## src/source/fsab_pkg.sv

```systemverilog
package fsab_pkg;

	localparam int fsab_addr_w = 8; // Word address
	localparam int fsab_data_w = 64;
	localparam int fsab_mask_w = 8; // One enable per data byte
	localparam int fsab_did_w = 2; // Requester id
	localparam int fsab_subdid_w = 4; // Tag within one requester

	localparam int fsab_devices = 3; // Preload, ic, dc
	localparam int fsab_credits = 4; // Per requester queue depth
	localparam int mem_credits = 4; // Memory request queue depth
	localparam int mem_words = 256;

	localparam int rst_seq_len = 16; // Core reset stretch in cycles
	localparam int preload_words = 16; // Words 0 to 15 get the pattern
	localparam logic [fsab_data_w-1:0] preload_pattern = 64'hA5C3_0F96_5AC3_F069;
	localparam int led_hold_cycles = 64; // Recent-read flag on time

	localparam logic [fsab_did_w-1:0] did_preload = 2'd0;
	localparam logic [fsab_did_w-1:0] did_ic = 2'd1;
	localparam logic [fsab_did_w-1:0] did_dc = 2'd2;

	typedef enum logic {
		fsab_read = 1'b0,
		fsab_write = 1'b1
	} fsab_mode_e;

	// Single beat request, 88 bits
	typedef struct packed {
		logic valid;
		fsab_mode_e mode;
		logic [fsab_did_w-1:0] did;
		logic [fsab_subdid_w-1:0] subdid;
		logic [fsab_addr_w-1:0] addr;
		logic [fsab_data_w-1:0] data; // Ignored on reads
		logic [fsab_mask_w-1:0] mask; // Ignored on reads
	} fsab_req_t;

	// Read data back to requester, 71 bits
	typedef struct packed {
		logic valid;
		logic [fsab_did_w-1:0] did;
		logic [fsab_subdid_w-1:0] subdid;
		logic [fsab_data_w-1:0] data;
	} fsab_resp_t;

	typedef struct packed {
		logic read_seen; // Sticky
		logic read_recent; // Hold timed
	} activity_t;

endpackage

```

## src/source/rst_sequencer.sv

```systemverilog
`timescale 1ns/1ps

module rst_sequencer (
	input  logic cclk,
	input  logic cclk_rst_cause_b, // Async cause, active low
	output logic cclk_rst_b // Clean core reset
);

	logic [fsab_pkg::rst_seq_len-1:0] seq; // Ones shift in after release

	// Cleared at once by the cause, released in step with cclk
	always_ff @(posedge cclk or negedge cclk_rst_cause_b) begin
		if (!cclk_rst_cause_b) begin
			seq <= '0;
		end else begin
			seq <= {seq[fsab_pkg::rst_seq_len-2:0], 1'b1};
		end
	end

	assign cclk_rst_b = seq[fsab_pkg::rst_seq_len-1]; // Last stage

	// Rising edge needs the cause to have been high for the whole stretch
	assert property (@(posedge cclk)
		$rose(cclk_rst_b) |->
			cclk_rst_cause_b && $past(cclk_rst_cause_b, fsab_pkg::rst_seq_len - 1))
		else $error("core reset released while the reset cause was asserted");

endmodule

```

## config.mk

```make
export PLATFORM = sky130hd
export DESIGN_NAME = rst_sequencer
export DESIGN_NICKNAME = d
export VERILOG_FILES = /design/src/source/fsab_pkg.sv /design/src/source/rst_sequencer.sv
export SDC_FILE = /design/constraint.sdc
export NUM_CORES = 1
export LEC_CHECK = 0
export ABC_AREA = 1
export BUFFER_PORTS_ARGS = -buffer_cell sky130_fd_sc_hd__buf_2
export CORE_AREA = 2 2 39 41
export DETAILED_ROUTE_END_ITERATION = 7
export DIE_AREA = 0 0 41 43
export SYNTH_ARGS = -nofsm -noshare
export SYNTH_HDL_FRONTEND = slang
export SYNTH_SLANG_ARGS = --single-unit
```

## constraint.sdc

```tcl
create_clock -name cclk -period 1.4 [get_ports cclk]
set_clock_uncertainty 0.05 [all_clocks]
set_input_delay 0.07 -clock cclk [delete_from_list [all_inputs] [get_ports cclk]]
set_output_delay 0.07 -clock cclk [all_outputs]
set_load 0.02 [all_outputs]
```

==> reports/results.tsv <==
metric	value	unit
outcome	finished clean	
netlist_area	404	um2
ys_top_cells_by_count	dfrtp_1, conb_1	
hold_ws	0.157	ns
chipHeight	43	um
ys_seq_area_frac	0.991	
viasPerCell	3.73	
start_util	0.292	
regMostFlops	seq	
numClockSinks	16	
crit_type	reg -> out	
grt_max_degree	17	
required	1.28	ns
synth.most_common_cell	dfrtp_1	
ir_drop	701	uV
num_antenna_cells	0	
fin_nets	27	
synth_cell_types	2	
synthSimpleGateAreaFrac	0	
fin_cells	40	
fmax	1100	MHz
tns	0	ns
clock_latency	0.28	ns
drc	0	
cts_made_buffers	3	
arrival	0.79	ns
antenna_found_initial	0	
power.total	793	uW
cp_slowest_cell	dfrtp_1	
finalCriticalPeriod	0.913	ns
async_flop_share	1.00	
gr-usage-all-layers	0.0694	
cap_violations	0	
rsz0062_at_grt	false	
row_count	14	
portBuffers	2	
synth.area.top_cells	dfrtp_1, conb_1	
wirelength	410	um
synth_mux_area_frac	0	
post-dp-hpwl	242	um
final-setup-viol-count	0	
syn_nets	19	
synth_edf_count	0	
critPathMaxFanout	1	
gp_congestion	0.555	
synthCells	17	
worstPathCellList	buf_2	
ctsHoldBuffers	1	
synth_area_leader_cell	dfrtp_1	
design_area	480	um2
power_density	1650	nW/um2
core-area	1380	um2
drive_above_1_share	0.250	
path_delay_family	flip-flops	
pin_count	3	
syn_to_final_growth	18.9	%
drtIter0Drc	2	
avgSynthCellArea	23.8	um2
cts_tree	done	
root_buffer	clkbuf_4	
post_drt_wl_per_cell	10.3	um
hp-class	in -> async	
largest_reg_flops	16	
postCtsSetupRepairBufs	0	
synth_fa_ha_area_frac	0	
hold_violations	0	
critPathLaunchType	flip-flop	
synth_top_area_frac	0.991	
final.period_utilization	0.652	
p_leak	0.223	nW
yosys_most_used_dff	dfrtp_1	
die_x	41	um
synth-xor-area-share	0	
cts_max_path_buffers	2	
end_kind	output pin	
dpl_cell_area	434	um2
via_count	149	
clk_pin_slew	0.09	ns
die-area	1760	um2
cts_resized	0	
synth_compound_area_frac	0	
top_regs	seq: 16 flops	
grt_pass1_vias	167	
crit_buf_inv	1	
overflow	0	
cpPeakStageDelay	0.36	ns
ys_seq_elements	16	
firstDrtPassIters	2	
yosys_warnings	0	
grt_first_pass_wirelength	724	um
drtAntennaViolNets	0	
placed_cells	35	
htreeDepth	1	
maxSlewViolCount	0	
==> cell families (layout without fill, tap and decap cells) <==
| kind of cell | count (synthesis) | in the layout |
|---|---|---|
| other | 1 | 1 |
| buffers and inverters | 0 | 7 |
| flip-flops | 16 | 16 |
==> final timing paths <==
check	startpoint	endpoint	slack (ns)	cells after the start
setup / recovery	seq[15]$_DFF_PN0_	cclk_rst_b	0.49	1
hold / removal	cclk_rst_cause_b	seq[15]$_DFF_PN0_	0.16	2
max in group asynchronous	cclk_rst_cause_b	seq[1]$_DFF_PN0_	0.89	2
min in group cclk	seq[7]$_DFF_PN0_	seq[8]$_DFF_PN0_	0.29	0
hold reg to reg	seq[7]$_DFF_PN0_	seq[8]$_DFF_PN0_	0.29	0
setup reg to reg	seq[6]$_DFF_PN0_	seq[7]$_DFF_PN0_	0.86	0
==> cell usage in the layout (no fill, tap or decap) <==
cell,Yosys,layout
dfrtp_1,16,16
clkbuf_8,0,1
clkbuf_4,0,3
conb_1,1,1
dlygate4sd3_1,0,1
buf_2,0,2
==> final cells by class <==
type	instances	area [um2]
Sequential cell	16	400
Clock buffer	4	36.3
Fill cell	130	903
Tap cell	16	20.0
Multi-Input combinational cell	1	3.75
Timing Repair Buffer	3	20.0
==> stage by stage <==
| step | util | worst slack, ns |
|---|---|---|
| after global placement | 0.314 | 0.798 |
| after CTS | 0.347 | 0.479 |
| after floorplan | - | 0.864 |
| final | 0.347 | 0.487 |
| after global routing | 0.347 | 0.448 |
| after detailed placement | 0.314 | 0.797 |
==> power by group <==
part	leakage [nW]	switching, mW	internal [mW]
sequential	0.186	0.00655	0.485
combinational	0.0153	0.0107	0.00384
clock	0.0210	0.129	0.158
==> layer usage <==
layer | routed length [um] | track usage
met5 | 0 | 0
met4 | 0 | 0.0200
met3 | 49 | 0.0785
met2 | 170 | 0.0875
met1 | 190 | 0.0747
Power figures use the tool's default switching activity.
