File: src/source/fsab_pkg.sv
package fsab_pkg;

	localparam int fsab_addr_w = 8; // Word address
	localparam int fsab_data_w = 64;
	localparam int fsab_mask_w = 8; // One enable per data byte
	localparam int fsab_did_w = 2; // Requester id
	localparam int fsab_subdid_w = 4; // Tag within one requester

	localparam int fsab_devices = 3; // Preload, ic, dc
	localparam int fsab_credits = 4; // Per requester queue depth
	localparam int mem_credits = 4; // Memory request queue depth
	localparam int mem_words = 256;

	localparam int rst_seq_len = 16; // Core reset stretch in cycles
	localparam int preload_words = 16; // Words 0 to 15 get the pattern
	localparam logic [fsab_data_w-1:0] preload_pattern = 64'hA5C3_0F96_5AC3_F069;
	localparam int led_hold_cycles = 64; // Recent-read flag on time

	localparam logic [fsab_did_w-1:0] did_preload = 2'd0;
	localparam logic [fsab_did_w-1:0] did_ic = 2'd1;
	localparam logic [fsab_did_w-1:0] did_dc = 2'd2;

	typedef enum logic {
		fsab_read = 1'b0,
		fsab_write = 1'b1
	} fsab_mode_e;

	// Single beat request, 88 bits
	typedef struct packed {
		logic valid;
		fsab_mode_e mode;
		logic [fsab_did_w-1:0] did;
		logic [fsab_subdid_w-1:0] subdid;
		logic [fsab_addr_w-1:0] addr;
		logic [fsab_data_w-1:0] data; // Ignored on reads
		logic [fsab_mask_w-1:0] mask; // Ignored on reads
	} fsab_req_t;

	// Read data back to requester, 71 bits
	typedef struct packed {
		logic valid;
		logic [fsab_did_w-1:0] did;
		logic [fsab_subdid_w-1:0] subdid;
		logic [fsab_data_w-1:0] data;
	} fsab_resp_t;

	typedef struct packed {
		logic read_seen; // Sticky
		logic read_recent; // Hold timed
	} activity_t;

endpackage

File: src/source/activity_monitor.sv
`timescale 1ns/1ps

module activity_monitor (
	input  logic                cclk,
	input  logic                cclk_rst_b,
	input  logic                rd_accept, // Memory dequeued a read
	output fsab_pkg::activity_t activity
);

	typedef logic [$clog2(fsab_pkg::led_hold_cycles):0] hold_t;

	hold_t hold_cnt; // Cycles left on recent flag
	logic seen;

	always_ff @(posedge cclk or negedge cclk_rst_b) begin
		if (!cclk_rst_b) begin
			seen <= 1'b0;
			hold_cnt <= '0;
		end else begin
			if (rd_accept) begin
				seen <= 1'b1; // Sticky until reset
				hold_cnt <= hold_t'(fsab_pkg::led_hold_cycles); // Restart hold
			end else if (hold_cnt != '0) begin
				hold_cnt <= hold_cnt - 1'b1;
			end
		end
	end

	// Both flags rise in the response cycle
	assign activity.read_seen = seen;
	assign activity.read_recent = (hold_cnt != '0);

endmodule

File: config.mk
export PLATFORM = sky130hd
export DESIGN_NAME = activity_monitor
export DESIGN_NICKNAME = d
export VERILOG_FILES = /design/src/source/fsab_pkg.sv /design/src/source/activity_monitor.sv
export SDC_FILE = /design/constraint.sdc
export NUM_CORES = 1
export LEC_CHECK = 0
export ABC_AREA = 1
export CAP_MARGIN = 20
export CORE_AREA = 2 2 39 41
export CTS_CLUSTER_SIZE = 12
export DETAILED_ROUTE_END_ITERATION = 12
export DIE_AREA = 0 0 41 43
export DONT_BUFFER_PORTS = 1
export MAX_ROUTING_LAYER = met4
export PLACE_DENSITY = 0.52
export SLEW_MARGIN = 20
export SYNTH_ARGS = -nofsm -noshare
export SYNTH_HDL_FRONTEND = slang
export SYNTH_SLANG_ARGS = --single-unit
File: constraint.sdc
create_clock -name cclk -period 1.7 [get_ports cclk]
set_clock_uncertainty 0.1 [all_clocks]
set_input_delay 0.51 -clock cclk [delete_from_list [all_inputs] [get_ports cclk]]
set_output_delay 0.51 -clock cclk [all_outputs]
set_load 0.02 [all_outputs]
==> impl_metrics.py <==
metrics = {
    "run_status": {
        "status": "finished with violations",
        "violations": "setup timing",
    },
    "power_and_ir_drop": {
        "power.density_mw_per_mm2": 1358,
        "power_switching_mw": 0.3001,
        "vdd_drop_max_uv": 571.2,
        "power_frac_comb_pct": 43.9,
        "seqPwrFrac_pct": 37.9,
        "power.share.clock_pct": 18.2,
        "p_int_mw": 0.4765,
        "power_mw": 0.7766,
        "p_sw_share_pct": 38.64,
        "leakage_nw": 0.2816,
    },
    "sta": {
        "tightest_slew_ps": 371.0,
        "rsz0062_at_grt": "yes",
        "fin_crit_ps": 1737,
        "fin_ws_ps": -37.11,
        "setup_viol": 1,
        "relSlewSlack_pct": 75.19,
        "maxSlewViolCount": 0,
        "final.setup.tns_ps": -37.11,
        "max_freq_mhz": 575.7,
        "hold_viol_final": 0,
        "min_period_over_period_pct": 102.2,
        "hold_ws_ps": 271.0,
    },
    "placement": {
        "gp_congestion": 0.7847,
        "dpl.hpwl_um": 609,
        "io_buffers": 0,
    },
    "worst_setup_path": {
        "startpoint_type": "flip-flop",
        "crit_arrival_ps": 1130,
        "critPathCaptureType": "output port",
        "critPathMaxFanout": 4,
        "cp.required_ps": 1090,
        "crit_type": "flip-flop to output port",
    },
    "floorplan": {
        "initial_core_util_pct": 32.28,
        "dieArea_mm2": 0.001763,
        "die_h_um": 43,
        "row_count": 14,
        "die_x_um": 41,
        "core_area_mm2": 0.001384,
        "io_pins": 5,
    },
    "layout": {
        "drive_gt1_share_pct": 35.38,
        "fillerInstances": 147,
        "post-route-util_pct": 41.32,
        "nNetsFinal": 71,
        "area_growth_pct": 28.01,
        "n_antenna_cell": 0,
        "final_common_cell": "nand2_1",
        "final_cell_mix": "10 x nand2_1, 8 x dfrtp_1, 8 x buf_4, 7 x inv_1, 6 x nand3_1",
    },
    "clock_tree": {
        "cts-buffers-inserted": 3,
        "htree_levels": 1,
        "clkLatencyLatePin_ps": 250,
        "clk_path_buf_depth": 2,
        "cts_sinks": 8,
        "cts_tree": "yes",
        "clkTransAtPathRegs_ps": 60,
        "cts_root_buffer": "clkbuf_4",
    },
    "grt": {
        "use_met3_pct": 3.141,
        "grt_pass1_vias": 396,
        "grt_pass1_wl_um": 1600,
        "grt.busiest_layer": "met1",
        "gr-usage-met2_pct": 17.81,
        "overflow": 0,
        "grt_max_degree": 9,
        "met1_usage_pct": 20.61,
        "antenna_found_initial": 0,
        "grtUsageTotal_pct": 13.90,
    },
    "synthesis": {
        "syn_nets": 58,
        "ys_types": 16,
        "ys_warn_count": 0,
        "synth.avg_cell_area_um2": 8.272,
        "seq_area_frac_synth_pct": 44.82,
        "synth_cells": 54,
        "ys_seq_elements": 8,
        "synthesis.area_um2": 446.7,
    },
    "detailed_routing": {
        "postRouteAntennaNets": 0,
        "drt_wl_total_um": 901,
        "drc": 0,
        "vias": 366,
        "wl_per_cell_um": 11.12,
        "drt_pass1_iterations": 3,
        "drt_iter0_drc": 6,
        "viasPerCell": 4.519,
    },
    "job": {
        "cap_violations": 0,
    },
    "worst_hold_path": {
        "hold_path.class": "primary input to flip-flop",
    },
}
Yosys cell counts:
master	number	area (µm²)
nand4_1	2	12.51
buf_4	1	7.510
nand2_1	10	37.54
nand3_2	1	10.01
nand4_2	1	12.51
inv_2	1	3.750
nor2_4	3	33.78
ha_1	1	12.51
nand3_1	6	30.03
nor2_2	1	6.260
or2_2	2	12.51
nor2_1	5	18.77
o21ai_1	2	10.01
dfrtp_1	8	200.2
a21oi_1	1	5.000
inv_1	9	33.78
worst paths after layout:
path / slack [ps] / from / endpoint / cells past startpoint
min in group asynchronous: 510 / cclk_rst_b / hold_cnt[6] / 1
min: 270 / rd_accept / seen / 1
max in group asynchronous: 720 / cclk_rst_b / hold_cnt[2] / 1
max reg2reg: 250 / hold_cnt[1] / hold_cnt[2] / 7
min reg2reg: 440 / hold_cnt[6] / hold_cnt[6] / 2
max: -40 / hold_cnt[1] / activity[0] / 5
sequential cells by signal (all words and copies together) (netlist names):
signal,cells
hold_cnt,7
seen,1
repair_timing:
item	in CTS	in global routing
cloned	0	0
endpoints found under the hold margin	8	0
buffers inserted	4	2
hold buffers	1	0
setup endpoints to repair	1	1
pin swaps	1	1
resized for setup	5	0
metal layers:
metal | wire length (µm) | vias up | part of all wire [%]
li1 | - | 193 | -
met1 | 432 | 168 | 48
met2 | 439 | 5 | 49
met3 | 29 | 0 | 3.2
met4 | 0 | 0 | 0
met5 | 0 | - | 0
cell families (layout without fill, tap and decap cells):
kind of cell	Yosys count	after routing	share of synthesized area (%)
AO/OA/AOI/OAI	3	3	3.360
buffers and inverters	11	22	10.08
AND/OR/NAND/NOR	31	31	38.94
flip-flops	8	8	44.82
adder cells (fa/ha/maj)	1	1	2.801
power by group through the flow:
| stage | combinational, mW | sequential, mW | clock [mW] |
|---|---|---|---|
| 4_1_cts | 0.317 | 0.293 | 0.146 |
| 6_report | 0.341 | 0.294 | 0.142 |
| 3_3_place_gp | 0.252 | 0.296 | 0 |
| 5_1_grt | 0.394 | 0.302 | 0.153 |
| 2_1_floorplan | 0.204 | 0.287 | 0 |
| 3_5_place_dp | 0.251 | 0.296 | 0 |
critical path, cell delays in order, from the launching register on:
cell	delay, ps
dfrtp_1	390
inv_2	80
ha_4	130
inv_2	40
nor2_4	110
nand3_4	130
metrics by stage:
stage	area, µm²	cells	setup slack [ps]
after floorplan	446.7	54	79.30
after global placement	474.2	71	165.7
after detailed placement	474.2	71	151.3
after CTS	556.8	79	-45.59
after global routing	571.8	81	-77.82
final	571.8	81	-37.11
layout make-up:
cell class                      count  area, µm²  area share [%]
Multi-Input combinational cell     35      221.5           38.73
Sequential cell                     8      200.2           35.01
Timing Repair Buffer                9      70.07           12.25
Inverter                           10      37.54           6.565
Clock buffer                        3      22.52           3.939
Tap cell                           16      20.02           3.501
No activity file was read; power rests on OpenSTA's default activity.
