`src/source/fsab_pkg.sv`:
```
package fsab_pkg;

	localparam int fsab_addr_w = 8; // Word address
	localparam int fsab_data_w = 64;
	localparam int fsab_mask_w = 8; // One enable per data byte
	localparam int fsab_did_w = 2; // Requester id
	localparam int fsab_subdid_w = 4; // Tag within one requester

	localparam int fsab_devices = 3; // Preload, ic, dc
	localparam int fsab_credits = 4; // Per requester queue depth
	localparam int mem_credits = 4; // Memory request queue depth
	localparam int mem_words = 256;

	localparam int rst_seq_len = 16; // Core reset stretch in cycles
	localparam int preload_words = 16; // Words 0 to 15 get the pattern
	localparam logic [fsab_data_w-1:0] preload_pattern = 64'hA5C3_0F96_5AC3_F069;
	localparam int led_hold_cycles = 64; // Recent-read flag on time

	localparam logic [fsab_did_w-1:0] did_preload = 2'd0;
	localparam logic [fsab_did_w-1:0] did_ic = 2'd1;
	localparam logic [fsab_did_w-1:0] did_dc = 2'd2;

	typedef enum logic {
		fsab_read = 1'b0,
		fsab_write = 1'b1
	} fsab_mode_e;

	// Single beat request, 88 bits
	typedef struct packed {
		logic valid;
		fsab_mode_e mode;
		logic [fsab_did_w-1:0] did;
		logic [fsab_subdid_w-1:0] subdid;
		logic [fsab_addr_w-1:0] addr;
		logic [fsab_data_w-1:0] data; // Ignored on reads
		logic [fsab_mask_w-1:0] mask; // Ignored on reads
	} fsab_req_t;

	// Read data back to requester, 71 bits
	typedef struct packed {
		logic valid;
		logic [fsab_did_w-1:0] did;
		logic [fsab_subdid_w-1:0] subdid;
		logic [fsab_data_w-1:0] data;
	} fsab_resp_t;

	typedef struct packed {
		logic read_seen; // Sticky
		logic read_recent; // Hold timed
	} activity_t;

endpackage

```
`src/source/fsab_preload.sv`:
```
`timescale 1ns/1ps

module fsab_preload (
	input  logic                cclk,
	input  logic                cclk_rst_b,
	output fsab_pkg::fsab_req_t req, // Pattern writes
	input  logic                credit, // From preload queue
	output logic                core_rst_b // Core requesters released
);

	typedef logic [$clog2(fsab_pkg::preload_words):0] wcnt_t;
	typedef logic [$clog2(fsab_pkg::fsab_credits):0] ccnt_t;
	typedef logic [fsab_pkg::fsab_addr_w-1:0] addr_t;

	wcnt_t sent_cnt; // Writes issued, also next address
	wcnt_t rtn_cnt; // Credits come back
	ccnt_t cred_cnt; // Credits in hand
	logic send;
	addr_t addr;

	assign send = (sent_cnt != wcnt_t'(fsab_pkg::preload_words)) && (cred_cnt != '0);
	assign addr = addr_t'(sent_cnt);

	always_comb begin
		req.valid = send;
		req.mode = fsab_pkg::fsab_write;
		req.did = fsab_pkg::did_preload;
		req.subdid = sent_cnt[fsab_pkg::fsab_subdid_w-1:0]; // Tag unused for writes
		req.addr = addr;
		req.data = {{(fsab_pkg::fsab_data_w - fsab_pkg::fsab_addr_w){1'b0}}, addr}
			^ fsab_pkg::preload_pattern; // Address mixed into pattern
		req.mask = '1; // Full word
	end

	always_ff @(posedge cclk or negedge cclk_rst_b) begin
		if (!cclk_rst_b) begin
			sent_cnt <= '0;
			rtn_cnt <= '0;
			cred_cnt <= ccnt_t'(fsab_pkg::fsab_credits);
			core_rst_b <= 1'b0;
		end else begin
			if (send)
				sent_cnt <= sent_cnt + 1'b1;
			if (credit)
				rtn_cnt <= rtn_cnt + 1'b1;
			case ({send, credit})
				2'b10: cred_cnt <= cred_cnt - 1'b1;
				2'b01: cred_cnt <= cred_cnt + 1'b1;
				default: cred_cnt <= cred_cnt;
			endcase
			// Last write handed on to memory path
			if (credit && (rtn_cnt == wcnt_t'(fsab_pkg::preload_words - 1)))
				core_rst_b <= 1'b1; // Stays high until reset
		end
	end

endmodule

```
`config.mk`:
```
export PLATFORM = sky130hd
export DESIGN_NAME = fsab_preload
export DESIGN_NICKNAME = d
export VERILOG_FILES = /design/src/source/fsab_pkg.sv /design/src/source/fsab_preload.sv
export SDC_FILE = /design/constraint.sdc
export NUM_CORES = 1
export LEC_CHECK = 0
export BUFFER_PORTS_ARGS = -buffer_cell sky130_fd_sc_hd__buf_2
export CAP_MARGIN = 30
export CORE_ASPECT_RATIO = 0.6
export CORE_MARGIN = 2
export CORE_UTILIZATION = 44
export DETAILED_ROUTE_END_ITERATION = 12
export PLACE_DENSITY = 0.9
export SKIP_CTS_REPAIR_TIMING = 1
export SYNTH_ARGS = -nofsm -noshare
export SYNTH_HDL_FRONTEND = slang
export SYNTH_SLANG_ARGS = --single-unit
```
`constraint.sdc`:
```
create_clock -name cclk -period 3.1 [get_ports cclk]
set_input_delay 0.155 -clock cclk [delete_from_list [all_inputs] [get_ports cclk]]
set_output_delay 0.155 -clock cclk [all_outputs]
set_load 0.02 [all_outputs]
```
==> impl_metrics.tcl <==
set metrics [dict create \
    grt_use_met1 0.0997 \
    internal_power_uw 642 \
    pwr_density_cell_nw_per_um2 1030 \
    avgSynthCellArea_um2 9.50 \
    detailed_place.area_um2 1100 \
    ctsRootBufferMaster "sky130_fd_sc_hd__clkbuf_8" \
    drt_wl_total_mm 1.57 \
    vdd_ir_drop_max_v 0.000319 \
    syn_inst 137 \
    numCtsBuffers 3 \
    power_frac_seq 0.333 \
    synth.mux.area_fraction 0.0452 \
    floorplan.die.width_um 74.2 \
    setup_repair_after_global_routing_missed_its_margin "no" \
    initial_antenna_violation_count 0 \
    synth_fa_ha_area_frac 0.0635 \
    post_synth_most_frequent_cells "81 x sky130_fd_sc_hd__buf_4, 13 x sky130_fd_sc_hd__dfrtp_1, 6 x sky130_fd_sc_hd__inv_1, 6 x sky130_fd_sc_hd__xnor2_1, 5 x sky130_fd_sc_hd__ha_1" \
    detail_route.wl_per_cell_um 8.20 \
    die_height_um 46.1 \
    switchingPower_uw 554 \
    globalRouteMet3Util 0.0328 \
    drtPass1Iterations 3 \
    path_max_fanout 5 \
    drt-initial-drc-count 19 \
    cts.sinks 14 \
    dr_total_vias 618 \
    clkLatencyLatePin_ns 0.25 \
    crit_start "sent_cnt[0]" \
    post_synth_num_cell_types 23 \
    cts.htree.levels 1 \
    worst_hold_path_type "in2reg" \
    postSynth.topFlopCell "sky130_fd_sc_hd__dfrtp_1" \
    detail_route.vias_per_cell 3.24 \
    layout_nets 159 \
    clockBufferDepth 2 \
    post_synth_and_or_nand_nor_area_fraction 0.0615 \
    status "completed" \
    post_route_cells_drive_above_1_share 0.188 \
    grt_busiest_layer "met2" \
    clkSlewWorstSetupHoldPaths_ns 0.06 \
    synth_async_reset_ratio 1.00 \
    synth_xor_xnor_area_share 0.0606 \
    synth-seq-cells 14 \
    nFillCells 289 \
    std_cell_rows 15 \
    reg2reg_from "sent_cnt[0]" \
    dp_cells 186 \
    synth.yosys.seq_area_share 0.270 \
    report.final.hold_viol_count 0 \
    global_route.usage.total 0.0887 \
    final-instance-count-excl-fill 191 \
    detailed_place_hpwl_mm 1.28 \
    synth-edff-count 0 \
    portBuffers 18 \
    worstPathRequired_ns 3.23 \
    regArea_um2 352 \
    tns_ns 0 \
    timing.final.crit_share 0.703 \
    clock_power_share 0.149 \
    maxCapViolCount 0 \
    critical_path.startpoint_type "flop" \
    area_added_between_synthesis_and_finish_pct -10.6 \
    timing_worst_setup_path_type "reg2reg" \
    arrival_ns 2.31 \
    die-area_um2 3420 \
    antenna_cells 0 \
    tritoncts "built" \
    yosysTopAreaCell "sky130_fd_sc_hd__buf_4" \
    synth.most_common_cell "sky130_fd_sc_hd__buf_4" \
    sw_ratio 0.463 \
    num_io_pins 92 \
    maxClockFrequency_mhz 459 \
    ant_nets 0 \
    first_global_vias 449 \
    hold_slack_ns 0.211 \
    mappedNetlistArea_um2 1300 \
    synth.top_cell.area_share 0.467 \
    final_area_um2 1160 \
    total_leakage_power_nw 0.677 \
    finalSetupViolCount 0 \
    finClkSkew_ns 0.00345 \
    grt_pass1_wl_mm 2.14 \
    p_total_mw 1.20 \
    largest_net_degree_at_the_start_of_global_routing 15 \
    yosys_warnings 0 \
    finalWeightedCongestion 0.762 \
    power.combinational.fraction 0.519 \
    global_route.usage.met2 0.146 \
    synth_compound_area_frac 0.00577 \
    synth.area.top_cells "sky130_fd_sc_hd__buf_4 47%, sky130_fd_sc_hd__dfrtp_1 25%, sky130_fd_sc_hd__ha_1 4.8%, sky130_fd_sc_hd__xnor2_1 4.0%, sky130_fd_sc_hd__dfstp_2 2.0%" \
    critPathCaptureType "flop" \
    multi_input_comb_area_um2 582 \
    synth_top_family_by_area "buffers and inverters" \
    final_period_minus_worst_setup_slack_ns 2.18 \
    coreArea_um2 2830 \
    initial_core_utilization 0.459 \
    timing.hold.worst.start "credit" \
    timing_max_transition_violations_final 0 \
    detail_route.drc_violations 0 \
    globalRoute.totalOverflow 0 \
]
==> power by group through the flow <==
| stage | Clock [mW] | Combinational, mW | Sequential (mW) |
|---|---|---|---|
| final | 0.178 | 0.620 | 0.398 |
| after global routing | 0.198 | 0.671 | 0.416 |
| after CTS | 0.185 | 0.625 | 0.398 |
| after detailed placement | 0 | 0.624 | 0.401 |
| after global placement | 0 | 0.601 | 0.395 |
| after floorplan | 0 | 0.569 | 0.429 |
==> registers in the layout, summed over array words and instances (netlist names) <==
signal      count
sent_cnt        5
core_rst_b      1
rtn_cnt         5
cred_cnt        3
==> per-layer routing <==
| metal | vias up | wire (µm) | part of all wire |
|---|---|---|---|
| li1 | 296 | - | - |
| met1 | 286 | 627 | 0.40 |
| met2 | 32 | 786 | 0.50 |
| met3 | 4 | 121 | 0.077 |
| met4 | 0 | 31 | 0.020 |
| met5 | - | 0 | 0 |
==> placed cells by master (no fill, tap or decap) <==
master and n:
sky130_fd_sc_hd__clkbuf_8 4, sky130_fd_sc_hd__nor3_2 1, sky130_fd_sc_hd__buf_2 18, sky130_fd_sc_hd__dfrtp_1 13
sky130_fd_sc_hd__mux2_1 1, sky130_fd_sc_hd__nor2_1 2, sky130_fd_sc_hd__dfstp_2 1, sky130_fd_sc_hd__dlygate4sd3_1 1
sky130_fd_sc_hd__ha_1 5, sky130_fd_sc_hd__fa_1 1, sky130_fd_sc_hd__mux2_4 1, sky130_fd_sc_hd__mux2i_1 1
sky130_fd_sc_hd__or3_1 1, sky130_fd_sc_hd__mux2_2 2, sky130_fd_sc_hd__conb_1 73, sky130_fd_sc_hd__nand2_1 2
sky130_fd_sc_hd__and3_1 1, sky130_fd_sc_hd__nor2_4 1, sky130_fd_sc_hd__inv_1 6, sky130_fd_sc_hd__xnor2_1 6
sky130_fd_sc_hd__nand4_1 3, sky130_fd_sc_hd__xor2_1 3, sky130_fd_sc_hd__a21o_1 1, sky130_fd_sc_hd__and4bb_1 1
==> critical path, cell delays in order, from the launching register on <==
cell and delay [ns]:
sky130_fd_sc_hd__dfrtp_1 0.41, sky130_fd_sc_hd__inv_1 0.10, sky130_fd_sc_hd__ha_1 0.18, sky130_fd_sc_hd__and4bb_1 0.24
sky130_fd_sc_hd__nor2_4 0.15, sky130_fd_sc_hd__inv_1 0.06, sky130_fd_sc_hd__ha_1 0.20, sky130_fd_sc_hd__inv_1 0.07
sky130_fd_sc_hd__fa_1 0.40, sky130_fd_sc_hd__mux2_2 0.26
==> per-stage QoR <==
stage          setup WS [ns]   util
6_report               0.920  0.411
5_1_grt                0.787  0.411
4_1_cts                0.902  0.407
3_5_place_dp           0.937  0.388
3_3_place_gp           0.957  0.388
2_1_floorplan          0.782      -
==> area by class of cell <==
class                           instances  area share
Multi-Input combinational cell        106       0.500
Sequential cell                        14       0.302
Timing Repair Buffer                   19      0.0860
Clock buffer                            4      0.0473
Tap cell                               42      0.0452
Inverter                                6      0.0194
==> cells by family after synthesis <==
logic type | after synthesis
other | 2
multiplexers | 5
adder cells (fa/ha/maj) | 6
flip-flops | 14
AND/OR/NAND/NOR | 12
AO/OA/AOI/OAI | 1
XOR/XNOR | 9
buffers and inverters | 88
==> final timing paths <==
check                               to  cells after the start  slack, ns
min reg2reg                 core_rst_b                      1       0.45
max in group asynchronous  cred_cnt[2]                      2       2.46
max reg2reg                cred_cnt[1]                      9       0.92
max                        cred_cnt[1]                      9       0.92
min                         rtn_cnt[0]                      2       0.21
min in group asynchronous  sent_cnt[1]                      2       0.34
No activity file was read; power rests on OpenSTA's default activity.
