==> config.mk <==
export PLATFORM = sky130hd
export DESIGN_NAME = fsab_arbiter
export DESIGN_NICKNAME = d
export VERILOG_FILES = /design/src/source/fsab_pkg.sv /design/src/source/fsab_credit_fifo.sv /design/src/source/fsab_arbiter.sv
export SDC_FILE = /design/constraint.sdc
export NUM_CORES = 1
export LEC_CHECK = 0
export BUFFER_PORTS_ARGS = -buffer_cell sky130_fd_sc_hd__buf_4
export CORE_ASPECT_RATIO = 1.25
export CORE_UTILIZATION = 55
export DETAILED_ROUTE_END_ITERATION = 16
export PLACE_DENSITY = 0.85
export RECOVER_POWER = 25
export SLEW_MARGIN = 20
export SYNTH_ARGS = -nofsm -noshare
export SYNTH_HDL_FRONTEND = slang
export SYNTH_HIERARCHICAL = 1
export SYNTH_SLANG_ARGS = --single-unit
==> constraint.sdc <==
create_clock -name cclk -period 10.2 [get_ports cclk]
set_input_delay 0.51 -clock cclk [delete_from_list [all_inputs] [get_ports cclk]]
set_output_delay 0.51 -clock cclk [all_outputs]
set_load 0.05 [all_outputs]
==> src/source/fsab_pkg.sv <==
package fsab_pkg;

	localparam int fsab_addr_w = 8; // Word address
	localparam int fsab_data_w = 64;
	localparam int fsab_mask_w = 8; // One enable per data byte
	localparam int fsab_did_w = 2; // Requester id
	localparam int fsab_subdid_w = 4; // Tag within one requester

	localparam int fsab_devices = 3; // Preload, ic, dc
	localparam int fsab_credits = 4; // Per requester queue depth
	localparam int mem_credits = 4; // Memory request queue depth
	localparam int mem_words = 256;

	localparam int rst_seq_len = 16; // Core reset stretch in cycles
	localparam int preload_words = 16; // Words 0 to 15 get the pattern
	localparam logic [fsab_data_w-1:0] preload_pattern = 64'hA5C3_0F96_5AC3_F069;
	localparam int led_hold_cycles = 64; // Recent-read flag on time

	localparam logic [fsab_did_w-1:0] did_preload = 2'd0;
	localparam logic [fsab_did_w-1:0] did_ic = 2'd1;
	localparam logic [fsab_did_w-1:0] did_dc = 2'd2;

	typedef enum logic {
		fsab_read = 1'b0,
		fsab_write = 1'b1
	} fsab_mode_e;

	// Single beat request, 88 bits
	typedef struct packed {
		logic valid;
		fsab_mode_e mode;
		logic [fsab_did_w-1:0] did;
		logic [fsab_subdid_w-1:0] subdid;
		logic [fsab_addr_w-1:0] addr;
		logic [fsab_data_w-1:0] data; // Ignored on reads
		logic [fsab_mask_w-1:0] mask; // Ignored on reads
	} fsab_req_t;

	// Read data back to requester, 71 bits
	typedef struct packed {
		logic valid;
		logic [fsab_did_w-1:0] did;
		logic [fsab_subdid_w-1:0] subdid;
		logic [fsab_data_w-1:0] data;
	} fsab_resp_t;

	typedef struct packed {
		logic read_seen; // Sticky
		logic read_recent; // Hold timed
	} activity_t;

endpackage

==> src/source/fsab_credit_fifo.sv <==
`timescale 1ns/1ps

module fsab_credit_fifo (
	input  logic                cclk,
	input  logic                cclk_rst_b,
	input  fsab_pkg::fsab_req_t push, // Enqueued when valid
	input  logic                pop,
	output fsab_pkg::fsab_req_t head, // Oldest entry
	output logic                empty,
	output logic                credit // One pulse per pop
);

	typedef logic [$clog2(fsab_pkg::fsab_credits)-1:0] ptr_t;
	typedef logic [$clog2(fsab_pkg::fsab_credits):0] cnt_t;

	fsab_pkg::fsab_req_t slots [fsab_pkg::fsab_credits]; // Payload storage
	ptr_t wr_ptr;
	ptr_t rd_ptr;
	cnt_t count; // Entries held
	logic do_pop;

	assign empty = (count == '0);
	assign do_pop = pop && !empty; // Pop on empty is ignored
	assign credit = do_pop; // Sender may refill this slot
	assign head = slots[rd_ptr];

	always_ff @(posedge cclk or negedge cclk_rst_b) begin
		if (!cclk_rst_b) begin
			wr_ptr <= '0;
			rd_ptr <= '0;
			count <= '0;
		end else begin
			if (push.valid)
				wr_ptr <= wr_ptr + 1'b1; // Depth is a power of two
			if (do_pop)
				rd_ptr <= rd_ptr + 1'b1;
			case ({push.valid, do_pop})
				2'b10: count <= count + 1'b1;
				2'b01: count <= count - 1'b1;
				default: count <= count; // Both or neither
			endcase
		end
	end

	always_ff @(posedge cclk) begin
		if (push.valid)
			slots[wr_ptr] <= push; // Visible at head next cycle
	end

	// Sender pushed without holding a credit
	assert property (@(posedge cclk) disable iff (!cclk_rst_b)
		push.valid |-> (count != cnt_t'(fsab_pkg::fsab_credits)))
		else $error("request pushed into a full queue, credit violation");

endmodule

==> src/source/fsab_arbiter.sv <==
`timescale 1ns/1ps

module fsab_arbiter (
	input  logic                cclk,
	input  logic                cclk_rst_b,
	input  fsab_pkg::fsab_req_t pre_req,
	input  fsab_pkg::fsab_req_t ic_req,
	input  fsab_pkg::fsab_req_t dc_req,
	output logic                pre_credit,
	output logic                ic_credit,
	output logic                dc_credit,
	output fsab_pkg::fsab_req_t mem_req, // To memory queue
	input  logic                mem_credit // Memory freed a slot
);

	typedef logic [fsab_pkg::fsab_did_w-1:0] did_t;
	typedef logic [$clog2(fsab_pkg::mem_credits):0] mcnt_t;

	fsab_pkg::fsab_req_t push_q [fsab_pkg::fsab_devices]; // Indexed by did
	fsab_pkg::fsab_req_t head_q [fsab_pkg::fsab_devices];
	logic [fsab_pkg::fsab_devices-1:0] empty_q;
	logic [fsab_pkg::fsab_devices-1:0] pop_q; // One hot on grant
	logic [fsab_pkg::fsab_devices-1:0] credit_q;
	did_t last; // Port granted most recently
	did_t pick; // Next port in rotation with a request
	logic found;
	logic grant;
	mcnt_t mem_cnt; // Free slots in memory queue
	fsab_pkg::fsab_req_t fwd_req; // Registered payload
	logic fwd_valid;

	assign push_q[fsab_pkg::did_preload] = pre_req;
	assign push_q[fsab_pkg::did_ic] = ic_req;
	assign push_q[fsab_pkg::did_dc] = dc_req;
	assign pre_credit = credit_q[fsab_pkg::did_preload];
	assign ic_credit = credit_q[fsab_pkg::did_ic];
	assign dc_credit = credit_q[fsab_pkg::did_dc];

	for (genvar g = 0; g < fsab_pkg::fsab_devices; g++) begin : g_port
		fsab_credit_fifo port_fifo_i (
			.cclk(cclk),
			.cclk_rst_b(cclk_rst_b),
			.push(push_q[g]),
			.pop(pop_q[g]),
			.head(head_q[g]),
			.empty(empty_q[g]),
			.credit(credit_q[g])
		);
		assign pop_q[g] = grant && (pick == did_t'(g));
	end

	// Scan from farthest to nearest so the port right after last wins
	always_comb begin
		int idx;
		found = 1'b0;
		pick = last;
		for (int i = fsab_pkg::fsab_devices; i >= 1; i--) begin
			idx = (int'(last) + i) % fsab_pkg::fsab_devices;
			if (!empty_q[idx]) begin
				found = 1'b1;
				pick = did_t'(idx);
			end
		end
	end

	assign grant = found && (mem_cnt != '0); // Held while memory is full

	always_ff @(posedge cclk or negedge cclk_rst_b) begin
		if (!cclk_rst_b) begin
			last <= fsab_pkg::did_dc; // Preload port first out of reset
			mem_cnt <= mcnt_t'(fsab_pkg::mem_credits);
			fwd_valid <= 1'b0;
		end else begin
			if (grant)
				last <= pick;
			fwd_valid <= grant;
			case ({grant, mem_credit})
				2'b10: mem_cnt <= mem_cnt - 1'b1; // Slot taken
				2'b01: mem_cnt <= mem_cnt + 1'b1; // Slot returned
				default: mem_cnt <= mem_cnt;
			endcase
		end
	end

	always_ff @(posedge cclk) begin
		if (grant)
			fwd_req <= head_q[pick];
	end

	always_comb begin
		mem_req = fwd_req;
		mem_req.valid = fwd_valid; // Valid from reset-cleared flag
	end

	// Memory returned more credits than it was given
	assert property (@(posedge cclk) disable iff (!cclk_rst_b)
		mem_cnt <= mcnt_t'(fsab_pkg::mem_credits))
		else $error("memory credit count above the memory queue depth");

endmodule

==> impl_results.md <==
* Status: complete, no violations
* Initial drt markers at 2370
* Yosys warns at 6
* Leakage at about 0.017 uW
* Period minus WS final at 5.11 ns
* Total Routing Usage GR at 27.0%
* Non-filler instance count after layout at 3501
* Most frequent cells in the layout: 1131 x edfxtp_1, 261 x mux4_2, 221 x buf_4
* Initial antenna violation count at 41
* CTS HTree Levels at 3
* Die height at 319 um
* Syn_area_per_cell at roughly 24 um^2
* CTS tree: built
* Total gr overflow at 0
* Clock Power Share at 23.1%
* Die area at just over 80000 um^2
* Nets at 2612
* CP cell instances: inv_1 > ha_1 > nor2_1 > a21oi_1 > o311a_4 > buf_4 > inv_1 > nor2_1 > o31a_1 > buf_4
* Sw frac at 35.1%
* Sw Pwr at 6110 uW
* CP top delay family: buffers and inverters
* Worst EP required at 9.69 ns
* Area growth from synthesis to layout at 16.6%
* Post-Route WL at between 100 and 150 mm
* Worst-margin pin slew at 1.06 ns
* Die Wd at 256 um
* Gate count of the mapped netlist at roughly 1800
* Combinational share of power at 35.6%
* FMAX at 196 MHz
* Crit path launch type: flip-flop
* Ports at 358
* Clock root buffer: clkbuf_16
* Syn nets at approximately 2100
* Setup repair after global routing missed its margin: false
* Largest net degree at the start of global routing at 60
* Final setup violation count at 0
* Final Util at 65.1%
* Overall power at 17400 uW
* Worst-Skew Late Latency at 0.68 ns
* Critical Path Sink Type: output pin
* Max Cap Viol at 0
* Worst Setup SP: last[0]
* Worst Path Buf+Inv at 4
* Maximum clock insertion buffer count at 3
* Max Clock Skew at between 0.02 and 0.03 ns
* Final TNS setup at 0 ns
* Worst path slowest cell: buf_4
* RR Startpoint: last[0]
* Setup CP Type: flip-flop to output pin
* Vias per cell at 6.20
* Hold Path Class: input pin to flip-flop
* Max incr delay on CP at 0.80 ns
* Placed insts at ~3200
* Layout cells sized above 1 at 28.4%
* Fin. Hold Viols at 0
* Core Region at 79100 um^2
* Cell Pwr Density at approximately 340 nW/um^2
* Final GP Congestion at 0.823
* Worst relative slew slack at 29.2%
* Sequential share of power at 41.3%
* Min-Delay Startpoint: pre_req[31]
* CP max FO at 52
* First-pass GRT wire length at 157 mm
* Most common cell after layout, fill and taps aside: edfxtp_1
* Clock Pin Slew Worst Setup and Hold Paths at 0.06 ns
* Row cnt at between 100 and 150
* Crit share post-route at between 50 and 60%
* Number of global-route vias before repair at around 23000
* # clock sinks at 1158
* Detailed Place HPWL at 61.0 mm
* DR pass1 iterations at 5
* Port-buffer cells at 357
* Post-Syn Area at 44200 um^2
* Peak supply drop at 439 uV
* Final Max Slew Viols at 0
* Post-CTS Setup Inserts at 0
* Vias at 21700
* Initial core utilization at 55.9%
* Number of CTS-inserted buffers at 107
* Wire length per cell at 31.1 um
* Crit path arrival time at 4.60 ns
* DRT antenna net count at 0
* Power Internal at between 10000 and 15000 uW
* Residual DRC at 0
[power by group through the flow]
stage	sequential (uW)	clock [uW]	combinational [uW]
floorplan	7570	0	4100
global placement	7230	0	5860
detailed placement	7300	0	6080
CTS	7240	4060	6190
global route	7280	4240	6490
finish	7200	4020	6190
[sequential cells by signal, indices dropped and copies added (netlist names)]
register / flops
g_port.port_fifo_i/slots: 1044
mem_req: 87
g_port.port_fifo_i/count: 9
g_port.port_fifo_i/rd_ptr: 6
g_port.port_fifo_i/wr_ptr: 6
mem_cnt: 3
last: 2
fwd_valid: 1
[path summary, 6_finish.rpt]
kind	endpoint	slack, ns	cells after the start
min in group asynchronous	g_port[1].port_fifo_i/wr_ptr[0]	0.30	2
setup reg to reg	g_port[1].port_fifo_i/count[2]	5.36	15
max in group asynchronous	g_port[1].port_fifo_i/rd_ptr[0]	9.56	2
setup / recovery	ic_credit	5.09	10
hold / removal	g_port[0].port_fifo_i/slots[1][31]	0.05	1
hold reg to reg	g_port[0].port_fifo_i/count[2]	0.51	1
[routing by layer]
metal	global-route usage, %	wire length [um]
met1	31.8	38700
met2	47.0	57100
met3	5.88	8250
met4	13.4	4750
met5	0	151
[through the flow]
step / setup slack, ns / instance area (um^2) / hold slack (ns)
after floorplan: 6.37 / 44200 / 0.214
after global placement: 5.85 / 47600 / 0.449
after detailed placement: 5.54 / 47600 / 0.463
after CTS: 5.21 / 52000 / 0.0000527
after global routing: 4.99 / 51500 / 0.0463
final: 5.09 / 51500 / 0.0521
[area by class of cell]
cell class                      instances  area, um^2
Sequential cell                      1158       34700
Fill cell                            5040       27600
Multi-Input combinational cell        553        8620
Timing Repair Buffer                  477        3230
Clock buffer                          131        2850
Tap cell                             1053        1320
Clock inverter                         68         669
Inverter                               24        92.6
Antenna cell                           37        92.6
[timing repair]
action / in CTS / in global routing
endpoints found under the hold margin: 337 / 0
hold buffers: 93 / 0
gates resized for setup: 0 / 0
Power figures use the tool's default switching activity.
